===== src/exu_config.svh =====
// Build-time configuration of the ALU execution unit
// W-form operations assume EXU_XLEN is 64; narrower widths are not supported
// EXU_IQ_DEPTH must be at least 1; non power-of-two depths are allowed
// EXU_SKIP_REG set to 1 removes the output register entirely

`ifndef EXU_CONFIG_SVH_
`define EXU_CONFIG_SVH_

// Operand and result width
`define EXU_XLEN 64

// Width of the ROB tag attached to each instruction
`define EXU_ROB_IDX_LEN 4

// Width of the ALU operation code
`define EXU_CTL_LEN 4

// Issue queue entries
`define EXU_IQ_DEPTH 4

// 1 bypasses the output spill cell (purely combinational ALU)
`define EXU_SKIP_REG 0

`endif


===== src/exu_pkg.sv =====
// Shared types and ALU operation codes of the execution unit
// Widths come from exu_config.svh
// Code 15 is reserved; the ALU flags it as an illegal instruction

`include "exu_config.svh"

package exu_pkg;

  // --------------------------------------------------------------------
  // Vector types
  // --------------------------------------------------------------------

  // One operand or result word
  typedef logic [`EXU_XLEN-1:0] xlen_t;

  // ROB tag of an instruction
  typedef logic [`EXU_ROB_IDX_LEN-1:0] rob_idx_t;

  // ALU operation code
  typedef logic [`EXU_CTL_LEN-1:0] alu_ctl_t;

  // --------------------------------------------------------------------
  // ALU control codes
  // --------------------------------------------------------------------

  // Add and subtract, full and word forms
  localparam alu_ctl_t ALU_ADD  = alu_ctl_t'(0);
  localparam alu_ctl_t ALU_ADDW = alu_ctl_t'(1);
  localparam alu_ctl_t ALU_SUB  = alu_ctl_t'(2);
  localparam alu_ctl_t ALU_SUBW = alu_ctl_t'(3);

  // Bitwise logic
  localparam alu_ctl_t ALU_AND  = alu_ctl_t'(4);
  localparam alu_ctl_t ALU_OR   = alu_ctl_t'(5);
  localparam alu_ctl_t ALU_XOR  = alu_ctl_t'(6);

  // Shifts, full and word forms
  localparam alu_ctl_t ALU_SLL  = alu_ctl_t'(7);
  localparam alu_ctl_t ALU_SLLW = alu_ctl_t'(8);
  localparam alu_ctl_t ALU_SRL  = alu_ctl_t'(9);
  localparam alu_ctl_t ALU_SRLW = alu_ctl_t'(10);
  localparam alu_ctl_t ALU_SRA  = alu_ctl_t'(11);
  localparam alu_ctl_t ALU_SRAW = alu_ctl_t'(12);

  // Set-less-than, result is 1 or 0
  localparam alu_ctl_t ALU_SLT  = alu_ctl_t'(13);
  localparam alu_ctl_t ALU_SLTU = alu_ctl_t'(14);

  // Reserved, always raises the exception flag
  localparam alu_ctl_t ALU_ILL  = alu_ctl_t'(15);

endpackage


===== src/exu_issue_if.sv =====
// Issue bundle between the issue queue and the ALU
// Transfer on a rising clock edge with valid and ready both high
// Payload must stay stable while valid is high and ready is low

interface exu_issue_if import exu_pkg::*; ();

  // Handshake
  logic     valid;
  logic     ready;

  // Instruction payload
  alu_ctl_t ctl;
  rob_idx_t rob_idx;
  xlen_t    rs1;
  xlen_t    rs2;

  // Queue side, drives the instruction
  modport src (
    output valid,
    output ctl,
    output rob_idx,
    output rs1,
    output rs2,
    input  ready
  );

  // ALU side, accepts the instruction
  modport dst (
    input  valid,
    input  ctl,
    input  rob_idx,
    input  rs1,
    input  rs2,
    output ready
  );

endinterface


===== src/spill_cell_flush.sv =====
// Two-entry skid buffer with flush and a registered ready
// With SKIP set the cell is a plain wire and has no storage
// Holds at most two items; ready_o falls once the spare slot is taken

module spill_cell_flush #(
  parameter type DATA_T = logic,
  parameter bit  SKIP   = 1'b0
) (
  input  logic  clk_i,
  input  logic  rst_n_i,
  input  logic  flush_i,

  // Handshake
  input  logic  valid_i,
  input  logic  ready_i,
  output logic  valid_o,
  output logic  ready_o,

  // Payload
  input  DATA_T data_i,
  output DATA_T data_o
);

  generate
    if (SKIP) begin : gen_skip
      // Straight through, no cycle added
      assign valid_o = valid_i;
      assign ready_o = ready_i;
      assign data_o  = data_i;
    end else begin : gen_reg
      logic  main_valid;
      logic  spare_valid;
      DATA_T main_data;
      DATA_T spare_data;
      logic  in_fire;
      logic  out_fire;
      logic  main_free;

      // Spare slot empty means one more item fits
      assign ready_o   = ~spare_valid;
      assign valid_o   = main_valid;
      assign data_o    = main_data;

      assign in_fire   = valid_i & ready_o;
      assign out_fire  = main_valid & ready_i;
      // Main slot can take new data this cycle
      assign main_free = ~main_valid | out_fire;

      // ----------------------------------------------------------------
      // Occupancy
      // ----------------------------------------------------------------

      always_ff @(posedge clk_i) begin
        if (!rst_n_i) begin
          main_valid  <= 1'b0;
          spare_valid <= 1'b0;
        end else if (flush_i) begin
          main_valid  <= 1'b0;
          spare_valid <= 1'b0;
        end else if (main_free) begin
          // Spare drains first to keep order
          main_valid  <= spare_valid | in_fire;
          spare_valid <= 1'b0;
        end else if (in_fire) begin
          // Main stalled, park the input
          spare_valid <= 1'b1;
        end
      end

      // ----------------------------------------------------------------
      // Payload
      // ----------------------------------------------------------------

      always_ff @(posedge clk_i) begin
        if (main_free) begin
          main_data <= spare_valid ? spare_data : data_i;
        end
        if (in_fire && !main_free) begin
          spare_data <= data_i;
        end
      end
    end
  endgenerate

endmodule


===== src/issue_queue.sv =====
// In-order issue queue, depth set by EXU_IQ_DEPTH
// A push in the same cycle as flush_i is dropped with the rest
// When full, a push is still accepted if the head leaves in that cycle

`include "exu_config.svh"

module issue_queue import exu_pkg::*; (
  input  logic     clk_i,
  input  logic     rst_n_i,
  input  logic     flush_i,

  // Upstream issue port
  input  logic     valid_i,
  input  alu_ctl_t ctl_i,
  input  rob_idx_t rob_idx_i,
  input  xlen_t    rs1_i,
  input  xlen_t    rs2_i,
  output logic     ready_o,

  // Head of queue toward the ALU
  exu_issue_if.src iss
);

  localparam int unsigned DEPTH = `EXU_IQ_DEPTH;
  localparam int unsigned PTR_W = (DEPTH > 1) ? $clog2(DEPTH) : 1;
  localparam int unsigned CNT_W = $clog2(DEPTH + 1);

  typedef logic [PTR_W-1:0] ptr_t;
  typedef logic [CNT_W-1:0] cnt_t;

  // One stored instruction
  typedef struct packed {
    alu_ctl_t ctl;
    rob_idx_t rob_idx;
    xlen_t    rs1;
    xlen_t    rs2;
  } iq_entry_t;

  iq_entry_t mem [DEPTH];
  iq_entry_t wr_entry;
  ptr_t      wr_ptr;
  ptr_t      rd_ptr;
  cnt_t      count;
  logic      full;
  logic      push;
  logic      pop;

  // --------------------------------------------------------------------
  // Handshake
  // --------------------------------------------------------------------

  assign full    = (count == cnt_t'(DEPTH));
  // Full queue still takes a new entry while the head drains
  assign ready_o = ~full | iss.ready;
  assign push    = valid_i & ready_o;
  assign pop     = iss.valid & iss.ready;

  // --------------------------------------------------------------------
  // Pointers and occupancy
  // --------------------------------------------------------------------

  always_ff @(posedge clk_i) begin
    if (!rst_n_i) begin
      wr_ptr <= '0;
      rd_ptr <= '0;
      count  <= '0;
    end else if (flush_i) begin
      // Drop everything in flight
      wr_ptr <= '0;
      rd_ptr <= '0;
      count  <= '0;
    end else begin
      if (push) begin
        wr_ptr <= (wr_ptr == ptr_t'(DEPTH - 1)) ? '0 : wr_ptr + 1'b1;
      end
      if (pop) begin
        rd_ptr <= (rd_ptr == ptr_t'(DEPTH - 1)) ? '0 : rd_ptr + 1'b1;
      end
      // Simultaneous push and pop leaves the count unchanged
      case ({push, pop})
        2'b10:   count <= count + 1'b1;
        2'b01:   count <= count - 1'b1;
        default: count <= count;
      endcase
    end
  end

  // --------------------------------------------------------------------
  // Storage
  // --------------------------------------------------------------------

  assign wr_entry.ctl     = ctl_i;
  assign wr_entry.rob_idx = rob_idx_i;
  assign wr_entry.rs1     = rs1_i;
  assign wr_entry.rs2     = rs2_i;

  // Payload only, no reset
  always_ff @(posedge clk_i) begin
    if (push) begin
      mem[wr_ptr] <= wr_entry;
    end
  end

  // Head entry, visible the cycle after its write
  assign iss.valid   = (count != '0);
  assign iss.ctl     = mem[rd_ptr].ctl;
  assign iss.rob_idx = mem[rd_ptr].rob_idx;
  assign iss.rs1     = mem[rd_ptr].rs1;
  assign iss.rs2     = mem[rd_ptr].rs2;

endmodule


===== src/alu.sv =====
// RV64 integer ALU with a spill cell on its output
// W forms operate on the low 32 bits and sign-extend bit 31
// Unknown codes give a zero result and raise the exception flag
// The flag is read by the ROB as an illegal instruction

`include "exu_config.svh"

module alu import exu_pkg::*; (
  input  logic     clk_i,
  input  logic     rst_n_i,
  input  logic     flush_i,

  // Instruction from the issue queue
  exu_issue_if.dst iss,

  // Result toward the CDB
  input  logic     ready_i,
  output logic     valid_o,
  output rob_idx_t rob_idx_o,
  output xlen_t    result_o,
  output logic     except_raised_o
);

  // Full shift amount width, 6 bits for RV64
  localparam int unsigned SHAMT_W = $clog2(`EXU_XLEN);

  // Word form result, sign-extended to XLEN
  function automatic xlen_t sext_w(input logic [31:0] w);
    return {{(`EXU_XLEN - 32){w[31]}}, w};
  endfunction

  // Payload carried by the output register
  typedef struct packed {
    xlen_t    res;
    rob_idx_t rob_idx;
    logic     except_raised;
  } out_reg_data_t;

  logic [SHAMT_W-1:0] shamt;
  logic [4:0]         shamt_w;
  logic [31:0]        addw_res;
  logic [31:0]        subw_res;
  logic [31:0]        sllw_res;
  logic [31:0]        srlw_res;
  logic [31:0]        sraw_res;
  logic               lt_s;
  logic               lt_u;
  xlen_t              result;
  logic               except_raised;
  out_reg_data_t      out_reg_data_in;
  out_reg_data_t      out_reg_data_out;

  // --------------------------------------------------------------------
  // Datapath helpers
  // --------------------------------------------------------------------

  // W forms only look at 5 bits of rs2
  assign shamt    = iss.rs2[SHAMT_W-1:0];
  assign shamt_w  = iss.rs2[4:0];

  assign addw_res = iss.rs1[31:0] + iss.rs2[31:0];
  assign subw_res = iss.rs1[31:0] - iss.rs2[31:0];
  assign sllw_res = iss.rs1[31:0] << shamt_w;
  assign srlw_res = iss.rs1[31:0] >> shamt_w;
  // Arithmetic shift of the low word
  assign sraw_res = $signed(iss.rs1[31:0]) >>> shamt_w;

  // True comparisons
  assign lt_s     = $signed(iss.rs1) < $signed(iss.rs2);
  assign lt_u     = iss.rs1 < iss.rs2;

  // --------------------------------------------------------------------
  // Operation select
  // --------------------------------------------------------------------

  always_comb begin
    result        = '0;
    except_raised = 1'b0;
    case (iss.ctl)
      ALU_ADD:  result = iss.rs1 + iss.rs2;
      ALU_ADDW: result = sext_w(addw_res);
      ALU_SUB:  result = iss.rs1 - iss.rs2;
      ALU_SUBW: result = sext_w(subw_res);
      ALU_AND:  result = iss.rs1 & iss.rs2;
      ALU_OR:   result = iss.rs1 | iss.rs2;
      ALU_XOR:  result = iss.rs1 ^ iss.rs2;
      ALU_SLL:  result = iss.rs1 << shamt;
      ALU_SLLW: result = sext_w(sllw_res);
      ALU_SRL:  result = iss.rs1 >> shamt;
      ALU_SRLW: result = sext_w(srlw_res);
      ALU_SRA:  result = $signed(iss.rs1) >>> shamt;
      ALU_SRAW: result = sext_w(sraw_res);
      ALU_SLT:  result = {{(`EXU_XLEN - 1){1'b0}}, lt_s};
      ALU_SLTU: result = {{(`EXU_XLEN - 1){1'b0}}, lt_u};
      // ALU_ILL and anything unknown
      default:  except_raised = 1'b1;
    endcase
  end

  // --------------------------------------------------------------------
  // Output register
  // --------------------------------------------------------------------

  assign out_reg_data_in.res           = result;
  assign out_reg_data_in.rob_idx       = iss.rob_idx;
  assign out_reg_data_in.except_raised = except_raised;

  assign result_o        = out_reg_data_out.res;
  assign rob_idx_o       = out_reg_data_out.rob_idx;
  assign except_raised_o = out_reg_data_out.except_raised;

  // Ready toward the queue is the spill cell's registered ready
  spill_cell_flush #(
    .DATA_T (out_reg_data_t),
    .SKIP   (`EXU_SKIP_REG)
  ) u_out_reg (
    .clk_i   (clk_i),
    .rst_n_i (rst_n_i),
    .flush_i (flush_i),
    .valid_i (iss.valid),
    .ready_i (ready_i),
    .valid_o (valid_o),
    .ready_o (iss.ready),
    .data_i  (out_reg_data_in),
    .data_o  (out_reg_data_out)
  );

endmodule


===== src/alu_exu_top.sv =====
// ALU execution unit, issue queue followed by the ALU
// Results leave in issue order, tagged with the ROB index
// flush_i drops every item held in the queue and the output register

module alu_exu_top import exu_pkg::*; (
  input  logic     clk_i,
  input  logic     rst_n_i,
  input  logic     flush_i,

  // Issue port
  input  logic     issue_valid_i,
  output logic     issue_ready_o,
  input  alu_ctl_t ctl_i,
  input  rob_idx_t rob_idx_i,
  input  xlen_t    rs1_i,
  input  xlen_t    rs2_i,

  // Common data bus port
  output logic     cdb_valid_o,
  input  logic     cdb_ready_i,
  output rob_idx_t rob_idx_o,
  output xlen_t    result_o,
  output logic     except_raised_o
);

  // Queue head to ALU
  exu_issue_if u_iss_if ();

  issue_queue u_iq (
    .clk_i     (clk_i),
    .rst_n_i   (rst_n_i),
    .flush_i   (flush_i),
    .valid_i   (issue_valid_i),
    .ctl_i     (ctl_i),
    .rob_idx_i (rob_idx_i),
    .rs1_i     (rs1_i),
    .rs2_i     (rs2_i),
    .ready_o   (issue_ready_o),
    .iss       (u_iss_if.src)
  );

  alu u_alu (
    .clk_i           (clk_i),
    .rst_n_i         (rst_n_i),
    .flush_i         (flush_i),
    .iss             (u_iss_if.dst),
    .ready_i         (cdb_ready_i),
    .valid_o         (cdb_valid_o),
    .rob_idx_o       (rob_idx_o),
    .result_o        (result_o),
    .except_raised_o (except_raised_o)
  );

endmodule


===== config.mk =====
export PLATFORM = sky130hd
export DESIGN_NAME = alu_exu_top
export DESIGN_NICKNAME = d
export VERILOG_FILES = /design/src/exu_pkg.sv /design/src/exu_issue_if.sv /design/src/spill_cell_flush.sv /design/src/issue_queue.sv /design/src/alu.sv /design/src/alu_exu_top.sv
export VERILOG_INCLUDE_DIRS = /design/src
export SDC_FILE = /design/constraint.sdc
export NUM_CORES = 2
export LEC_CHECK = 0
export ABC_AREA = 1
export BUFFER_PORTS_ARGS = -buffer_cell sky130_fd_sc_hd__buf_2
export CAP_MARGIN = 0
export CORE_MARGIN = 4
export CORE_UTILIZATION = 45
export CTS_CLUSTER_SIZE = 12
export DETAILED_ROUTE_END_ITERATION = 8
export PLACE_DENSITY_LB_ADDON = 0.08
export SYNTH_ARGS = -nofsm -noshare
export SYNTH_HDL_FRONTEND = slang
export SYNTH_SLANG_ARGS = --single-unit

===== constraint.sdc =====
create_clock -name clk_i -period 22.2 [get_ports clk_i]
set_input_delay 4.44 -clock clk_i [delete_from_list [all_inputs] [get_ports clk_i]]
set_output_delay 4.44 -clock clk_i [all_outputs]
set_load 0.02 [all_outputs]

==> flow_metrics.tcl <==
set metrics [dict create \
    status "finished clean" \
    syn_inst 7017 \
    grt_pass1_wl_microns 328000 \
    gp_congestion 1.09 \
    placed_cells 8478 \
    rrSetupSlack_ps 14900 \
    final_cell_mix "2,281 x nand2_1, 1,114 x nand3_1, 757 x inv_1" \
    path_class "reg -> reg" \
    preCtsSetupSlack_ps 14160 \
    drive_gt1_share_pct 6.71 \
    die_w_microns 342 \
    start_util_pct 45.4 \
    synth_edf_count 682 \
    via_per_inst 5.91 \
    drc 0 \
    final-instance-count-excl-fill 8601 \
    cts_buffers 73 \
    worstPathRequired_ps 22620 \
    power_density_mw_per_mm2 102 \
    setup_viol 0 \
    die_area_sq_mm 0.117 \
    first_pass_iters 9 \
    synth_area_per_cell_sq_um 7.17 \
    ys.flop_type "edfxtp_1" \
    final_common_cell "nand2_1" \
    grt_usage_pct 39.0 \
    grt_max_degree 116 \
    drt-initial-drc-count 6888 \
    power.leakage_uw 0.0247 \
    cts_tree "yes" \
    cts_max_level 3 \
    core-area_sq_mm 0.111 \
    fin_nets 7412 \
    drv_cap 0 \
    yosysSeqAreaShare_pct 41.2 \
    grt_overflow_total 0 \
    hold_buffers 0 \
    synth_fp_nets 7364 \
    timing.final.ws_setup_ps 14900 \
    vias 50849 \
    tightest_slew_ps 1350 \
    ioPinCount 212 \
    die_y_microns 342 \
    route.met3.wl_microns 24000 \
    ys_ff_latch 693 \
    holdWs_ps 487 \
    finClkSkew_ps 25.9 \
    final_hold_viol_count 0 \
    synthArstFlopShare_pct 0 \
    rsz0062_at_grt "false" \
    fin_crit_ps 7300 \
    clock-sinks 693 \
    detail_route.wl_per_cell_microns 27.4 \
    area_growth_pct 8.50 \
    cts_resized 0 \
    cts-root-buf "clkbuf_16" \
    synth_warnings 0 \
    finalCritPeriodShare_pct 32.9 \
    path_max_fanout 111 \
    finalMaxSlewViolations 0 \
    routed_wl_microns 236000 \
    routed.top_layer "met5" \
    nFillCells 11237 \
    hp-class "reg -> reg" \
    rows 122 \
    startpoint_type "flop" \
    post_cts_buffers 0 \
    maxSlewHeadroom_pct 9.81 \
    worstPathArrival_ps 7720 \
    dr_wl_met2_microns 96400 \
    endpoint_kind "flop" \
    syn_area_sq_mm 0.0503 \
    clkTransAtPathRegs_ps 60 \
    antenna_found_initial 8 \
    fmax_mhz 137 \
    clk_latency_ps 680 \
    ys_types 53 \
    ir_drop_mv 0.0754 \
    grt_pass1_vias 45565 \
    ant_nets 0 \
    cts_buffer_depth 3 \
    fin_setup_tns_ps 0 \
    m1WireLength_microns 98300 \
    dp_hpwl_microns 186000 \
    numPortBuffers 211 \
]
-- routing by layer --
layer / vias to the layer above / global-route usage (%)
li1: 23467 / -
met1: 23975 / 54.3
met2: 2883 / 55.6
met3: 518 / 8.30
met4: 6 / 23.5
met5: - / 0
-- flip-flops by register name, summed over array words and instances (netlist names), named ones only --
signal,flops
u_alu.u_out_reg.data_o,69
u_iq.wr_ptr,2
u_iq.count,3
u_alu.u_out_reg.gen_reg.spare_valid,1
u_iq.mem,544
u_iq.rd_ptr,2
u_alu.u_out_reg.valid_o,1
u_alu.u_out_reg.gen_reg.spare_data,69
-- where the power goes --
part           switching [uW]  leakage, uW  total [uW]  internal, uW
Sequential               28.4      0.00649        1600          1570
Combinational            2180       0.0171        2840           654
Clock                     504      0.00103        1110           610
-- critical path, stage by stage (launching register included) --
cell     delay (ps)
dfxtp_4         840
buf_12          360
buf_4           570
nand2_1         200
a32oi_4         250
buf_4           570
inv_4           400
ha_1            500
nor2_1          170
nand2_1          70
inv_1            70
nand2_1          50
nand2_1         120
nand3_1          80
nand2_1         220
nand2_1         110
nand2_1         250
nand2_1         110
nand3_1         330
nand2_1         330
inv_2           240
nand2_2         250
inv_2           280
nand2_1          80
nor2_1          110
nand2_1          80
nand2_1          90
nand2_1          60
-- metrics by stage --
stage	power (uW)	util, %	instance area [sq um]
floorplan	3240	-	50300
global placement	4320	47.3	52400
global route	5770	49.2	54500
CTS	5440	49.2	54500
finish	5550	49.2	54600
detailed placement	4320	47.3	52400
-- Yosys cell counts, types with 8 or more instances --
library cell  instances  area [sq um]
nand2_1            2284          8570
nand3_1            1114          5580
inv_1               758          2850
edfxtp_1            682         20500
nor2_1              540          2030
a21oi_1             345          1730
o21ai_0             252          1260
ha_1                203          2540
buf_2               121           606
clkbuf_1            118           443
nand4_1              69           432
o211ai_1             67           503
a32oi_1              58           508
buf_4                42           315
nor3_1               42           210
buf_1                37           139
o21ai_1              37           185
o22ai_1              28           175
inv_2                23          86.3
nand3b_1             17           128
or2_2                15          93.8
nand2_2              14          87.6
buf_6                12           135
nor4_1               12          75.1
o21a_1               12          90.1
o21bai_1             12          90.1
a211oi_1             11          82.6
dfxtp_1              11           220
and2_1               10          62.6
a31oi_1               9          56.3
a21boi_0              8          60.1
nor2_2                8          50.1
-- layout make-up --
class                           count  area [sq um]  area share, %
Antenna cell                        5          12.5         0.0229
Clock buffer                       91          1890           3.47
Clock inverter                     27           251          0.461
Inverter                          783          2960           5.43
Multi-Input combinational cell   5210         25100           46.0
Sequential cell                   693         20700           38.0
Tap cell                         1488          1860           3.41
Timing Repair Buffer              304          1780           3.26
-- logic make-up (layout without fill, tap and decap cells) --
kind of cell	count (synthesis)	in the layout	synth area share [%]
simple gates	4144	4144	34.7
buf+inv	1114	1205	9.11
flops	693	693	41.2
fa+ha+maj	206	206	5.17
other cells	0	5	0
xor+xnor	1	1	0.0174
compound gates	859	859	9.81
-- path summary, 6_finish.rpt --
check	startpoint	to	cells after the start
min	u_iq.count[0]	u_iq.count[0]	2
max reg2reg	flop	u_alu.u_out_reg.data_o[39]	27
min reg2reg	u_iq.count[0]	u_iq.count[0]	2
max	flop	u_alu.u_out_reg.data_o[39]	27
(Power assumes the default switching activity.)
